`src/hw/fetch_pkg.sv`:
```
`default_nettype none

package fetch_pkg;

  localparam logic [6:0] OPC_BRANCH = 7'b1100011;
  localparam logic [6:0] OPC_JAL    = 7'b1101111;

  // conditional branch layout
  typedef struct packed {
    logic       imm12;
    logic [5:0] imm10_5;
    logic [4:0] rs2;
    logic [4:0] rs1;
    logic [2:0] funct3;
    logic [3:0] imm4_1;
    logic       imm11;
    logic [6:0] opcode;
  } b_view_t;

  // jal layout
  typedef struct packed {
    logic       imm20;
    logic [9:0] imm10_1;
    logic       imm11;
    logic [7:0] imm19_12;
    logic [4:0] rd;
    logic [6:0] opcode;
  } j_view_t;

  typedef union packed {
    b_view_t     b;
    j_view_t     j;
    logic [31:0] raw;
  } instr_word_u;

  typedef struct packed {
    logic [31:0] pc;
    logic [31:0] instr;
    logic        taken; // the sequencer left the straight-line path after this word
  } fetch_packet_t;

endpackage

`default_nettype wire

```
`src/hw/fetch_sequencer.sv`:
```
`default_nettype none
`timescale 1ns/1ps

module fetch_sequencer #(
  parameter logic [31:0] RESET_PC = 32'h0
) (
  input  logic                     i_clock,
  input  logic                     i_reset,
  input  logic [63:0]              i_line_data,
  input  logic                     i_hit,
  input  logic                     i_redirect,
  input  logic [31:0]              i_redirect_pc,
  output logic [31:0]              o_pc,
  output logic                     o_fetch_valid,
  output fetch_pkg::fetch_packet_t o_fetch_packet
);

  logic [31:0] pc, next_pc;
  logic [31:0] j_imm, b_imm;
  logic        is_jal, is_back_branch, taken;
  fetch_pkg::instr_word_u word;

  assign o_pc = pc;

  // each line holds two instructions, pc bit 2 picks one
  assign word = pc[2] ? i_line_data[63:32] : i_line_data[31:0];

  assign j_imm = {{11{word.j.imm20}}, word.j.imm20, word.j.imm19_12, word.j.imm11,
                  word.j.imm10_1, 1'b0};
  assign b_imm = {{19{word.b.imm12}}, word.b.imm12, word.b.imm11, word.b.imm10_5,
                  word.b.imm4_1, 1'b0};

  assign is_jal         = word.j.opcode == fetch_pkg::OPC_JAL;
  assign is_back_branch = word.b.opcode == fetch_pkg::OPC_BRANCH && word.b.imm12; // loops
  assign taken          = is_jal || is_back_branch;

  always_comb begin
    if (is_jal) begin
      next_pc = pc + j_imm;
    end else if (is_back_branch) begin
      next_pc = pc + b_imm;
    end else begin
      next_pc = pc + 32'd4;
    end
  end

  always_ff @(posedge i_clock) begin
    if (i_reset) begin
      pc            <= RESET_PC;
      o_fetch_valid <= 1'b0;
    end else if (i_redirect) begin
      pc            <= i_redirect_pc; // a hit in the same cycle is on the old path
      o_fetch_valid <= 1'b0;
    end else begin
      o_fetch_valid <= i_hit;
      if (i_hit) begin
        pc <= next_pc;
      end
    end
  end

  always_ff @(posedge i_clock) begin
    if (i_hit) begin
      o_fetch_packet.pc    <= pc;
      o_fetch_packet.instr <= word.raw;
      o_fetch_packet.taken <= taken;
    end
  end

endmodule

`default_nettype wire

```
`config.mk`:
```
export PLATFORM = sky130hd
export DESIGN_NAME = fetch_sequencer
export DESIGN_NICKNAME = d
export VERILOG_FILES = /design/src/hw/fetch_pkg.sv /design/src/hw/fetch_sequencer.sv
export SDC_FILE = /design/constraint.sdc
export NUM_CORES = 1
export LEC_CHECK = 0
export ABC_AREA = 1
export BUFFER_PORTS_ARGS = -buffer_cell sky130_fd_sc_hd__buf_4
export CAP_MARGIN = 20
export CORE_AREA = 4 4 131 133
export DETAILED_ROUTE_END_ITERATION = 6
export DIE_AREA = 0 0 135 137
export PLACE_DENSITY = 0.8
export SLEW_MARGIN = 30
export SYNTH_ARGS = -nofsm -noshare
export SYNTH_HDL_FRONTEND = slang
export SYNTH_SLANG_ARGS = --single-unit
```
`constraint.sdc`:
```
create_clock -name i_clock -period 3.4 [get_ports i_clock]
set_input_delay 0.68 -clock i_clock [delete_from_list [all_inputs] [get_ports i_clock]]
set_output_delay 0.68 -clock i_clock [all_outputs]
set_load 0.02 [all_outputs]
```
# ---- Word level (Yosys, flattened, before mapping)
# Cells that the tools add are included.
dict set report op_classes {
  eq_ne 2
  addsub 3
  mux 5
  reduce_logical 4
}
# operator n
set op_table {}
lappend op_table {{32-bit two-way mux} 5}
lappend op_table {{32-bit adder} 2}
lappend op_table {{32-bit by 3-bit adder with 32-bit output, second input constant} 1}
lappend op_table {{7-bit equality test, second input constant} 2}
lappend op_table {{2-bit nonzero test} 1}
lappend op_table {{2-bit OR reduction} 1}
lappend op_table {{1-bit logical AND} 1}
lappend op_table {{1-bit logical OR} 1}
dict set report word_totals {
  out_inout_bits 98
  wordCells 19
  inputBits 100
  reg_bits 98
}

# ---- Logic depth before layout (Yosys ltp)
# Gate-level depths: netlist of run 1.
dict set report logic_depth {
  ltp_word 7
  ltp_mapped 24
  mapped_depth_nobuf 22
}

# ---- Worst setup path before layout of run 1
# OpenSTA, ideal clock, no wires.
dict set report synth_path {
  kind {register -> register}
  startpoint {register pc[2] (netlist: o_pc[2])}
  endpoint {register pc[31] (netlist: o_pc[31])}
  n_path_buf 3
  setup_ps 128
  path_stages_with_launch 23
  synth_period_minus_slack_ps 3018
  setup_slack_ps 382
  arrival_ps 2890
  t_required_ps 3272
  cell_sequence {dfxtp_1 buf_6 buf_6 clkbuf_1 nand2_1 nand2_1 ha_1 inv_1 fa_1 inv_1 nand2_1 o21ai_1 nand2_1 nand2_1 nand2_1 nand2b_1 nand2_1 nand2_1 nand2_1 nand3_1 nand3_1 nand2_1 a21oi_1}
}
# item line
set synth_rtl {}
lappend synth_rtl {{start, declared} fetch_sequencer.sv:18} ;# logic [31:0] pc, next_pc;
lappend synth_rtl {{start signal, assigned} fetch_sequencer.sv:52} ;# pc <= i_redirect_pc;
lappend synth_rtl {{start signal, assigned} fetch_sequencer.sv:57} ;# pc <= next_pc;

==> results.yml, run 1 <==
status:
  outcome: "completed"
cts:
  clockBufferDepth: 2
  clkTransAtPathRegs_ns: 0.08
  numCtsBuffers: 9
  clock_sinks: 98
  h-tree-depth: 3
  clkLatencyLatePin_ns: 0.37
  hold_buffers: 0
  ctsRootBufferMaster: "clkbuf_16"
  cts_tree: "built"
logic_synthesis:
  synth_seq_cells: 98
  synthXorXnorAreaFrac_pct: 3.043
  yosysSeqAreaShare_pct: 30.26
  synth.area.mux_share_pct: 0
  synth-simple-area-share_pct: 38.22
  synth_fa_ha_area_share_pct: 6.841
  syn_nets: 1490
  synth-compound-area-share_pct: 12.52
  synth-edff-count: 65
  synthFlopType: "edfxtp_1"
  async_flop_share_pct: 0
  ys_warn_count: 0
  avgSynthCellArea_sq_um: 6.424
  netlist_instances: 1344
  ys_types: 50
  synth_top_family_by_area: "simple AND/OR/NAND/NOR gates"
  synth_area_sq_um: 8633
critical_path:
  crit_fanout: 14
  worstPathCellList: "inv_6, buf_4, nand2_1, nand2_1, ha_1, nand2_1, nor2_2, inv_1, nor2_1, nand2_1, nand2_1, nand2_1, nand3_1, nand3_1, nand2_1, nand2_1, nand2_1, nand2_1, a21oi_1"
  cpPeakStageDelay_ns: 0.42
  crit_start: "o_pc[2]"
  cp_num_buf_inv: 3
  r2r_cells: 19
  crit_type: "reg -> reg"
  critical_path.top_delay_family: "simple AND/OR/NAND/NOR gates"
  critPathCaptureType: "register"
  slowest_stage: "dfxtp_1"
  crit_path_start_kind: "register"
  r2r-end: "o_pc[30]"
  cp.required_ns: 3.69
  r2r_slack_ns: 0.24
  reg2reg_from: "o_pc[2]"
  cp.arrival_ns: 3.44
  critical_path.most_common_cell: "nand2_1"
place:
  hpwl_mm: 25.63
  dp_slack_ns: 0.1957
  port_buffers: 197
  gp_congestion: 1.075
  dpl_cell_area_sq_um: 10390
detailed_routing:
  route.antenna.remaining_nets: 0
  routed_wl_mm: 32.71
  routed_via_density: 5.652
  vias: 9975
  drt_iter0_drc: 1255
  drc: 0
  firstDrtPassIters: 6
  wire_per_inst_microns: 18.53
finish:
  antenna_cells: 0
  mostFrequentLayoutCell: "nand2_1"
  nNetsFinal: 1690
  fillers: 1468
  syn_to_final_growth_pct: 24.17
  utilization_pct: 67.73
  drive_above_1_share_pct: 18.21
  layout_common_cells: "nand2_1 (487), buf_4 (220), inv_1 (143), nor2_1 (133), a21oi_1 (93)"
  final_area_sq_um: 10720
pwr:
  power.leakage_nw: 5.380
  power_density_nw_per_um2: 383.0
  vdd_ir_drop_max_mv: 0.3135
timing:
  hold_viol_final: 0
  finalClockSkew_ns: 0.01728
  setup_viol: 0
  rsz0062_at_grt: "no"
  relSlewSlack_pct: 42.52
  period_share_pct: 92.87
  fin_crit_ns: 3.158
  slew_violations: 0
  worst_slew_pin_slew_ns: 0.8622
  setup_slack_ns: 0.2423
  clock.fmax_mhz: 316.7
  tns_ns: 0
  hold_slack_ns: 0.4755
worst_hold_path:
  min_from: "o_pc[0]"
  hold_end: "o_fetch_packet[33]"
  holdPathStages: 0
  hold_class: "reg -> reg"
die:
  start_util_pct: 54.55
  num_rows: 46
  io_pins: 198
  die-height_microns: 137
  core_sq_um: 15830
  dieArea_sq_um: 18500
  dieWidth_microns: 135
grt:
  antenna_found_initial: 0
  overflow: 0
  grt_pass1_vias: 9113
  grt_use_met2_pct: 53.56
  top_usage_layer: "met2"
  grt_pass1_wl_mm: 49.57
  grtUsageMet1_pct: 49.32
  grt_max_degree: 67
  track_usage_pct: 34.86
  use_met3_pct: 6.434
run:
  cap_violations: 0
==> registers in the layout (all words and copies together), names as in the netlist <==
| signal | cells |
|---|---|
| o_pc | 32 |
| o_fetch_valid | 1 |
| o_fetch_packet | 65 |
==> worst reg2reg max path, delay by kind of cell, from the launching register on <==
kind | cells | cell delay, ns
AO/OA/AOI/OAI | 1 | 0.18
flip-flops | 1 | 0.42
adder cells (fa/ha/maj) | 1 | 0.42
buffers and inverters | 3 | 0.41
AND/OR/NAND/NOR | 14 | 1.64
==> per-stage QoR <==
stage	std cells	power, mW
finish	1765	4.106
global route	1765	4.286
CTS	1765	4.056
detailed placement	1749	2.931
global placement	1749	2.913
floorplan	1344	2.359
==> where the power goes <==
group | leakage (nW) | internal, mW | switching [mW] | total [mW]
clock | 0.150 | 0.594 | 0.555 | 1.15
combinational | 4.30 | 0.533 | 0.971 | 1.50
sequential | 0.927 | 1.37 | 0.0819 | 1.45
==> repair_timing <==
action | CTS | global route
resized for setup | 0 | 5
setup endpoints to repair | 0 | 5
buffers inserted | 0 | 0
==> worst max-delay path by stage <==
stage | cells past startpoint | to | slack, ns
floorplan | 22 | o_pc[31] | 0.38
global placement | 16 | o_pc[31] | 0.20
detailed placement | 19 | o_pc[30] | 0.20
CTS | 19 | o_pc[30] | 0.21
global route | 19 | o_pc[30] | 0.003
finish | 19 | o_pc[30] | 0.24
==> cell families after synthesis <==
logic type,count (synthesis)
AOI/OAI and AO/OA,195
xor gates and xnor gates,30
adders and majority gates,46
buffers and inverters,186
DFF,98
and+or+nand+nor,789
==> cells in the mapped netlist, drive strengths merged (8+ instances only) <==
cell type,count,share of area (%)
a21oi,96,5.7
buf,17,1.6
clkbuf,17,0.75
dfxtp,33,7.7
edfxtp,65,23
ha,44,6.4
inv,149,6.5
nand2,498,22
nand3,94,5.6
nand4,17,1.2
nor2,141,6.6
nor3,24,1.6
o211ai,9,0.78
o21ai,63,3.7
o21bai,9,0.78
xnor2,8,0.81
xor2,22,2.2
==> cell type report <==
class / instances / area, sq um / share of cell area (%)
Clock inverter: 7 / 95.09 / 0.8870
Multi-Input combinational cell: 1060 / 5243 / 48.90
Timing Repair Buffer: 223 / 1694 / 15.80
Tap cell: 216 / 270.3 / 2.521
Sequential cell: 98 / 2613 / 24.37
Clock buffer: 9 / 225.2 / 2.101
Inverter: 152 / 580.6 / 5.415
==> layer usage <==
layer	up-vias	wire, microns
li1	4789	-
met1	4516	13770
met2	597	14050
met3	73	3878
met4	0	1006
met5	-	0
(Power assumes the default switching activity.)
==> run 2, diff against run 1 <==
Settings changed: MAX_ROUTING_LAYER set to met4.
==> run 2 against run 1 <==
Sequential power hardly changed. Die area unchanged. Clock power is 7% lower. Routed wire length increased by 0.22%. First-iteration DRC count increased by 3.8%. Count of clock-buffer cells in the layout stayed put. Critical path type unchanged. Largest cell class unchanged.
==> results.yml, run 2 (synthesis gave the netlist of run 1 again) <==
status:
  outcome: "completed"
critical_path:
  cp_num_buf_inv: 3
  worstPathCellList: "inv_6, buf_4, nand2_1, nand2_1, ha_1, nand2_1, nor2_2, inv_1, nor2_1, nand2_1, nand2_1, nand2_1, nand3_1, nand3_1, nand2_1, nand2_1, nand2_1, nand2_1, a21oi_1"
  crit_path_start_kind: "register"
  r2r-end: "o_pc[30]"
  crit_type: "reg -> reg"
  critical_path.top_delay_family: "simple AND/OR/NAND/NOR gates"
  cp.required_ns: 3.69
  critical_path.most_common_cell: "nand2_1"
  slowest_stage: "dfxtp_1"
  reg2reg_from: "o_pc[2]"
  crit_fanout: 13
  r2r_slack_ns: 0.19
  cp.arrival_ns: 3.50
  r2r_cells: 19
  critPathCaptureType: "register"
  cpPeakStageDelay_ns: 0.45
pwr:
  vdd_ir_drop_max_mv: 0.2171
  power_density_nw_per_um2: 376.2
  power.leakage_nw: 5.373
  power_mw: 4.026
detailed_routing:
  firstDrtPassIters: 6
  drc: 0
  drt_iter0_drc: 1303
  routed_via_density: 5.675
  routed_wl_mm: 32.78
  wire_per_inst_microns: 18.58
  route.antenna.remaining_nets: 0
  vias: 10010
cts:
  clkLatencyLatePin_ns: 0.37
  clockBufferDepth: 2
  cts_tree: "built"
  numCtsBuffers: 9
  ctsRootBufferMaster: "clkbuf_16"
  clkTransAtPathRegs_ns: 0.08
  clock_sinks: 98
  h-tree-depth: 3
timing:
  setup_slack_ns: 0.1894
  rsz0062_at_grt: "no"
  tns_ns: 0
  worst_slew_pin_slew_ns: 0.8669
  fin_crit_ns: 3.211
  period_share_pct: 94.43
  clock.fmax_mhz: 311.5
  hold_viol_final: 0
  relSlewSlack_pct: 42.21
  slew_violations: 0
  finalClockSkew_ns: 0.01312
  setup_viol: 0
finish:
  fillers: 1457
  largest_reg_flops: 65
  layout_common_cells: "nand2_1 (487), buf_4 (219), inv_1 (143), nor2_1 (133), a21oi_1 (93)"
  top_register: "o_fetch_packet"
  final_area_sq_um: 10700
  nNetsFinal: 1688
  drive_above_1_share_pct: 18.03
  mostFrequentLayoutCell: "nand2_1"
  syn_to_final_growth_pct: 23.96
  utilization_pct: 67.61
grt:
  track_usage_pct: 35.96
  antenna_found_initial: 1
  grt_max_degree: 67
  grt_pass1_vias: 9149
  grt_pass1_wl_mm: 49.78
  overflow: 0
worst_hold_path:
  min_from: "o_pc[0]"
  hold_class: "reg -> reg"
  hold_end: "o_fetch_packet[33]"
  holdPathStages: 0
die:
  core_sq_um: 15830
  die-height_microns: 137
  start_util_pct: 54.55
  dieArea_sq_um: 18500
  num_rows: 46
  io_pins: 198
  dieWidth_microns: 135
place:
  gp_congestion: 1.078
  dpl_cell_area_sq_um: 10380
  port_buffers: 197
  hpwl_mm: 25.85
  dp_slack_ns: 0.2187
run:
  cap_violations: 0
## run 2: cell count changes in the layout (fill, tap and decap cells not counted), sizes merged
cell,change
buf,-2
clkinv,+5
bufinv,-1
clkinvlp,-2
inv,-2
diode,+1
## run 2: through the flow
stage | std cells | hold slack (ns)
floorplan | 1344 | 0.5596
global placement | 1747 | 0.4511
detailed placement | 1747 | 0.4511
CTS | 1763 | 0.4728
global route | 1764 | 0.4952
finish | 1764 | 0.4731
## run 2: layout make-up
| cell class | count | area, sq um | area share [%] |
|---|---|---|---|
| Multi-Input combinational cell | 1060 | 5240 | 48.97 |
| Sequential cell | 98 | 2613 | 24.41 |
| Timing Repair Buffer | 221 | 1684 | 15.74 |
| Inverter | 152 | 580.6 | 5.425 |
| Tap cell | 216 | 270.3 | 2.525 |
| Clock buffer | 9 | 225.2 | 2.105 |
| Clock inverter | 7 | 86.33 | 0.8067 |
| Antenna cell | 1 | 2.502 | 0.02338 |
## run 2: routing by layer
metal	global-route usage (%)	part of all wire, %	up-vias	wire (microns)
met5	-	0	-	0
met1	48.71	42	4526	13620
li1	-	-	4794	-
met2	53.67	43	608	14160
met4	11.98	3.3	0	1070
met3	7.978	12	83	3929
## run 2: where the power goes
group | leakage (nW) | internal, mW | total, mW | switching (mW)
combinational | 4.30 | 0.529 | 1.50 | 0.968
sequential | 0.927 | 1.37 | 1.45 | 0.0841
clock | 0.150 | 0.525 | 1.07 | 0.548
## run 2: timing repair
| action | in CTS | in global routing |
|---|---|---|
| gates resized for setup | 0 | 1 |
| hold buffers | 0 | 0 |
| setup endpoints to repair | 0 | 1 |
| setup buffers | 0 | 0 |
## run 2: worst max path at each step
stage,from,to,slack (ns),cells after the start
floorplan,o_pc[2],o_pc[31],0.38,22
global placement,i_line_data[53],o_pc[31],0.30,20
detailed placement,i_line_data[41],o_pc[30],0.22,19
CTS,o_pc[2],o_pc[31],0.30,20
global route,o_pc[2],o_pc[30],0.01,18
finish,o_pc[2],o_pc[30],0.19,19
